===== src/fir_pkg.sv =====
package fir_pkg;

	// Filter geometry.
	localparam int NUM_TAPS = 13;
	localparam int SAMPLE_W = 16;
	localparam int COEF_W = 16;

	// Thirteen full-scale products need 32 + 4 bits, so the sum never wraps.
	localparam int ACC_W = 36;
	localparam int TAP_IDX_W = 4;

	// Width of one raw product before it is widened to the accumulator.
	localparam int PROD_W = SAMPLE_W + COEF_W;

	typedef logic signed [SAMPLE_W-1:0] sample_t;
	typedef logic signed [COEF_W-1:0] coef_t;
	typedef logic signed [ACC_W-1:0] acc_t;
	typedef logic [TAP_IDX_W-1:0] tap_idx_t;

	// Element 0 holds the newest sample and element NUM_TAPS-1 the oldest.
	typedef sample_t [NUM_TAPS-1:0] tap_array_t;

	localparam tap_idx_t LAST_TAP = tap_idx_t'(NUM_TAPS - 1);

	// Coefficient k multiplies tap k.
	localparam coef_t COEFS [NUM_TAPS] = '{
		-16'sd112,
		-16'sd245,
		16'sd187,
		16'sd903,
		16'sd1834,
		16'sd3071,
		16'sd4096,
		16'sd2950,
		16'sd1701,
		16'sd840,
		16'sd233,
		-16'sd198,
		-16'sd87
	};

	// Commands from the control FSM to the multiply-accumulate unit.
	typedef struct packed {
		logic clear;
		logic accumulate;
	} mac_ctrl_t;

endpackage


===== src/tap_delay_line.sv =====
module tap_delay_line
	import fir_pkg::*;
(
	input  logic       clk,
	input  logic       reset,
	input  logic       shift_en,
	input  sample_t    sample,
	output tap_array_t taps
);

	// The taps are cleared on reset so the first outputs of the filter
	// only see the samples that really arrived.
	always_ff @(posedge clk or posedge reset) begin
		if (reset) begin
			taps <= '0;
		end else if (shift_en) begin
			// The new sample lands in stage 0 and every older stage moves up by one.
			// The oldest sample drops out of the top.
			taps <= {taps[NUM_TAPS-2:0], sample};
		end
	end

endmodule


===== src/tap_counter.sv =====
module tap_counter
	import fir_pkg::*;
(
	input  logic     clk,
	input  logic     reset,
	input  logic     start,
	output tap_idx_t tap_index,
	output logic     count_last
);

	logic active;

	// The index sits at 0 while idle, so the first tap is ready in the
	// cycle right after start.
	always_ff @(posedge clk or posedge reset) begin
		if (reset) begin
			active <= 1'b0;
			tap_index <= '0;
		end else if (start) begin
			active <= 1'b1;
			tap_index <= '0;
		end else if (active) begin
			if (tap_index == LAST_TAP) begin
				active <= 1'b0;
				tap_index <= '0;
			end else begin
				tap_index <= tap_index + 1'b1;
			end
		end
	end

	assign count_last = active && (tap_index == LAST_TAP);

	a_index_range: assert property (@(posedge clk) disable iff (reset)
		tap_index <= LAST_TAP)
		else $error("tap_counter: tap_index %0d is past the last tap", tap_index);

	// A second start would cut the running sum short.
	a_no_restart: assert property (@(posedge clk) disable iff (reset)
		start |-> !active)
		else $error("tap_counter: start arrived while a count was running");

endmodule


===== src/mac_unit.sv =====
module mac_unit
	import fir_pkg::*;
(
	input  logic       clk,
	input  logic       reset,
	input  mac_ctrl_t  mac_ctrl,
	input  tap_idx_t   tap_index,
	input  tap_array_t taps,
	output acc_t       result
);

	sample_t                   sel_tap;
	coef_t                     sel_coef;
	logic signed [PROD_W-1:0]  product;
	acc_t                      product_ext;
	acc_t                      acc;
	acc_t                      acc_sum;
	logic                      last_add;

	// One tap and its coefficient are picked each cycle.
	always_comb begin
		sel_tap = taps[tap_index];
		sel_coef = COEFS[tap_index];
	end

	// Both operands are signed, so the product and its widening keep the sign.
	always_comb begin
		product = sel_tap * sel_coef;
		product_ext = acc_t'(product);
		acc_sum = acc + product_ext;
	end

	assign last_add = mac_ctrl.accumulate && (tap_index == LAST_TAP);

	always_ff @(posedge clk or posedge reset) begin
		if (reset) begin
			acc <= '0;
		end else if (mac_ctrl.clear) begin
			acc <= '0;
		end else if (mac_ctrl.accumulate) begin
			acc <= acc_sum;
		end
	end

	// The result register takes the finished sum together with the final
	// add and keeps it while the next sample is being shifted in.
	always_ff @(posedge clk or posedge reset) begin
		if (reset) begin
			result <= '0;
		end else if (last_add) begin
			result <= acc_sum;
		end
	end

	a_ctrl_exclusive: assert property (@(posedge clk) disable iff (reset)
		!(mac_ctrl.clear && mac_ctrl.accumulate))
		else $error("mac_unit: clear and accumulate are both high");

endmodule


===== src/fir_control.sv =====
module fir_control
	import fir_pkg::*;
(
	input  logic      clk,
	input  logic      reset,
	input  logic      in_req,
	output logic      in_ack,
	output logic      out_req,
	input  logic      out_ack,
	output logic      shift_en,
	output logic      count_start,
	input  logic      count_last,
	output mac_ctrl_t mac_ctrl
);

	typedef enum logic [2:0] {
		IDLE,
		SHIFT,
		ACK_IN,
		START,
		ACCUM,
		OUT_REQ,
		OUT_WAIT
	} state_t;

	state_t state;
	state_t state_next;

	always_ff @(posedge clk or posedge reset) begin
		if (reset) begin
			state <= IDLE;
		end else begin
			state <= state_next;
		end
	end

	// IDLE is only reached once the previous result has been taken, which
	// is what holds off the producer while the consumer is slow.
	always_comb begin
		state_next = state;
		case (state)
			IDLE: begin
				if (in_req) begin
					state_next = SHIFT;
				end
			end
			SHIFT: begin
				state_next = ACK_IN;
			end
			ACK_IN: begin
				if (!in_req) begin
					state_next = START;
				end
			end
			START: begin
				state_next = ACCUM;
			end
			ACCUM: begin
				if (count_last) begin
					state_next = OUT_REQ;
				end
			end
			OUT_REQ: begin
				if (out_ack) begin
					state_next = OUT_WAIT;
				end
			end
			OUT_WAIT: begin
				if (!out_ack) begin
					state_next = IDLE;
				end
			end
			default: begin
				state_next = IDLE;
			end
		endcase
	end

	// Every output comes straight from the state register.
	always_comb begin
		in_ack = 1'b0;
		out_req = 1'b0;
		shift_en = 1'b0;
		count_start = 1'b0;
		mac_ctrl = '0;
		case (state)
			SHIFT: begin
				shift_en = 1'b1;
				mac_ctrl.clear = 1'b1;
			end
			ACK_IN: begin
				in_ack = 1'b1;
			end
			START: begin
				count_start = 1'b1;
			end
			ACCUM: begin
				mac_ctrl.accumulate = 1'b1;
			end
			OUT_REQ: begin
				out_req = 1'b1;
			end
			default: begin
			end
		endcase
	end

	// The consumer must have answered before the request is withdrawn.
	a_out_req_held: assert property (@(posedge clk) disable iff (reset)
		out_req && !out_ack |=> out_req)
		else $error("fir_control: out_req dropped before out_ack rose");

endmodule


===== src/fir_top.sv =====
module fir_top
	import fir_pkg::*;
(
	input  logic    clk,
	input  logic    reset,
	input  logic    in_req,
	output logic    in_ack,
	input  sample_t sample,
	output logic    out_req,
	input  logic    out_ack,
	output acc_t    result
);

	logic       shift_en;
	logic       count_start;
	logic       count_last;
	mac_ctrl_t  mac_ctrl;
	tap_idx_t   tap_index;
	tap_array_t taps;

	fir_control u_control (
		.clk         (clk),
		.reset       (reset),
		.in_req      (in_req),
		.in_ack      (in_ack),
		.out_req     (out_req),
		.out_ack     (out_ack),
		.shift_en    (shift_en),
		.count_start (count_start),
		.count_last  (count_last),
		.mac_ctrl    (mac_ctrl)
	);

	tap_counter u_counter (
		.clk        (clk),
		.reset      (reset),
		.start      (count_start),
		.tap_index  (tap_index),
		.count_last (count_last)
	);

	// The sample is stable for as long as in_req is high, so the delay
	// line can take it straight from the port.
	tap_delay_line u_delay_line (
		.clk      (clk),
		.reset    (reset),
		.shift_en (shift_en),
		.sample   (sample),
		.taps     (taps)
	);

	mac_unit u_mac (
		.clk       (clk),
		.reset     (reset),
		.mac_ctrl  (mac_ctrl),
		.tap_index (tap_index),
		.taps      (taps),
		.result    (result)
	);

endmodule


===== config.mk =====
export PLATFORM = sky130hd
export DESIGN_NAME = fir_top
export DESIGN_NICKNAME = d
export VERILOG_FILES = /design/src/fir_pkg.sv /design/src/tap_delay_line.sv /design/src/tap_counter.sv /design/src/mac_unit.sv /design/src/fir_control.sv /design/src/fir_top.sv
export SDC_FILE = /design/constraint.sdc
export NUM_CORES = 1
export LEC_CHECK = 0
export BUFFER_PORTS_ARGS = -buffer_cell sky130_fd_sc_hd__buf_2
export CORE_MARGIN = 5
export CORE_UTILIZATION = 45
export DETAILED_ROUTE_END_ITERATION = 7
export GPL_ROUTABILITY_DRIVEN = 0
export GPL_TIMING_DRIVEN = 0
export REMOVE_ABC_BUFFERS = 1
export SLEW_MARGIN = 20
export SYNTH_ARGS = -nofsm -noshare
export SYNTH_HDL_FRONTEND = slang
export SYNTH_HIERARCHICAL = 1
export SYNTH_SLANG_ARGS = --single-unit

===== constraint.sdc =====
create_clock -name clk -period 10 [get_ports clk]
set_input_delay 1 -clock clk [delete_from_list [all_inputs] [get_ports clk]]
set_output_delay 1 -clock clk [all_outputs]
set_load 0.01 [all_outputs]

==> run metrics <==
Die Y 247.2 um; setup TNS 0 ns; CP Depth 23; antenna violations before repair 0; yosys warns 6; Startpoint Class flip-flop; Clock Tree Root clkbuf_16; fmax 110.6 MHz; Post-synth EDFFs 0; CTS Hold Buffers Added 0; detail-routed via count per cell 5.148; Final WS setup 0.9583 ns; most frequent cells in the layout 379 x inv_1, 304 x fa_1, 284 x dfrtp_1; CTS tree built; Setup CP Type reg2reg; Slew Limit Fails 0; Layout Nets 2792; worst path cell trace buf_16, nand2b_1, o21ai_1, a2bb2oi_2, nand2_1, fa_1, fa_1, fa_1, inv_1, fa_1, fa_1, inv_1, fa_1, inv_1, ha_1, nand2_1, nor3_1, nand2b_1, o2111ai_1, nand2_1, a21oi_1, xnor2_1, a211oi_2; CP max stage delay 0.93 ns; most frequent CP cell fa_1; metal3 WL 2.616 mm; number of global-route vias before repair 17280; IO Count 58; vias 16110; status completed; Critical Path RT 10.47 ns; Clk pin slew, worst setup/hold paths 0.06 ns; Core ar. 0.05606 sq mm; Bufs on Longest Clock Path 3; first-pass GRT wire length 91.91 mm; worst hold-check path type in2async; CP top delay family adder cells; Rel. slew slack 27.11%; postcts setup bufs 0; dominant cell type by area after synthesis dfrtp_1; largest net degree at the start of global routing 110; share of post-route cells with drive strength above 1 19.33%; uppermost routed layer met4; peak fanout along the critical path 44; # setup viols final 0; unrepaired setup endpoints after global routing no; element type at the critical path end flip-flop; worst-skew pair later-pin latency 0.56 ns; clk sinks 288; top cells by area, synth dfrtp_1 28%, fa_1 24%, mux2_4 6.0%; area of the multi-input gates 0.01603 sq mm; htree depth 2; dpl ws 0.9222 ns; Worst R2R Path Depth 23; mean routed wirelength per cell 17.31 um; post-route ant nets 0; synthesized instance count 2323; Initial Utilization 45.18%; Clock Skew 0.03387 ns; Detail Placement HPWL 41.67 mm; Die X 247.2 um; fill count 5092; Arr. time, crit path 9.51 ns; DRT Wirelength 54.17 mm; Worst-Margin Slew 1.089 ns; Mapped Area 0.02533 sq mm; Mean Syn Cell Area 10.90 sq um; die area 0.06112 sq mm; gr ovfl total 0; n_diodes 0; Seq cells post-synth 288; All-Layer GR Usage 18.49%; Seq/Total Area, Yosys 28.46%; share of the synthesized area in the top cell type 28.46%; Area growth syn-to-layout 8.794%; Met1 Wirelength 25.28 mm; IO Port Bufs 57; 1st-iter DRT viols 759; fin crit share 90.42%; minimum clock period 9.042 ns; Distinct cells, synth 84; Reg area 0.007219 sq mm; asr flop ratio synth 100.0%; Max Cap Viol 0; Final Hold Viols 0; commonest register cell after synthesis dfrtp_1; worst path bufs/invs 4; Placement Cell Area 0.02647 sq mm; most common cell after layout, fill and taps aside inv_1; TritonRoute pass-1 iters 5; DR WL met2 25.02 mm; Design Area, Final 0.02755 sq mm; # DRC 0; Site Rows 87; final-layout worst hold slack 0.3904 ns; crit path max-delay cell type fa_1; post-CTS sizing 0; total CTS buffers 34
## worst reg2reg max path, delay by kind of cell (launching register included)
kind	cells	cell delay [ns]
compound gates	5	2.04
flops	1	0.67
simple gates	6	1.75
fa+ha+maj	7	3.88
xor+xnor	1	0.14
buf+inv	4	0.47
## cell type report
class	count	share of cell area [%]
clock inverters	11	0.4632
repair buffers	106	2.961
multi-input cells	1536	58.19
well taps	756	3.433
flip-flops and latches	288	26.20
inverters	384	5.268
clock buffers	49	3.478
## cells by family after synthesis
family / share of synthesized area, %
fa+ha+maj: 29.94
mux: 16.03
simple gates: 8.433
buf+inv: 8.433
xor+xnor: 1.719
compound gates: 6.986
flops: 28.46
## registers in the layout, summed over array words and instances (netlist names)
signal / count
u_delay_line/taps: 208
u_counter/active: 1
u_mac/acc: 36
u_control/state: 3
u_mac/result: 36
u_counter/tap_index: 4
## per-stage QoR
| step | util [%] | instances |
|---|---|---|
| after floorplan | - | 2208 |
| after global placement | 46.13 | 3021 |
| after detailed placement | 47.21 | 3070 |
| after CTS | 49.15 | 3130 |
| after global routing | 49.15 | 3130 |
| final | 49.15 | 3130 |
## final timing paths
check	slack, ns	endpoint	start
worst max-delay path	0.96	u_mac/acc[35]	u_counter/tap_index[2]
worst min-delay path	0.39	u_control/state[1]	reset
worst max register to register	0.96	u_mac/acc[35]	u_counter/tap_index[2]
worst min register to register	0.47	u_mac/result[4]	u_mac/result[4]
max in group asynchronous	8.38	u_delay_line/taps[163]	reset
min in group clk	0.47	u_mac/result[4]	u_mac/result[4]
## per-layer routing
metal | track usage, % | vias up
met5 | 0 | -
met4 | 4.781 | 0
met3 | 3.243 | 79
met2 | 29.68 | 339
met1 | 26.24 | 8194
li1 | - | 7501
## cells in the mapped netlist, types with 7 or more instances
| cell | n |
|---|---|
| a21o_1 | 29 |
| a21oi_1 | 72 |
| a21oi_2 | 8 |
| and2_1 | 7 |
| buf_1 | 7 |
| buf_2 | 39 |
| buf_4 | 9 |
| buf_6 | 24 |
| clkbuf_1 | 36 |
| dfrtp_1 | 288 |
| fa_1 | 304 |
| ha_1 | 118 |
| inv_1 | 381 |
| mux2_2 | 109 |
| mux2_4 | 101 |
| mux2i_1 | 56 |
| mux4_2 | 32 |
| nand2_1 | 233 |
| nand2b_1 | 17 |
| nand3_1 | 9 |
| nor2_1 | 171 |
| nor2b_1 | 18 |
| nor3_1 | 8 |
| o21a_1 | 13 |
| o21ai_0 | 42 |
| o21ai_1 | 22 |
| o22ai_1 | 18 |
| xnor2_1 | 31 |
| xor2_1 | 15 |
Power is not shown: default switching activity piles up to over one toggle a cycle in this logic, so the estimate is an artifact.
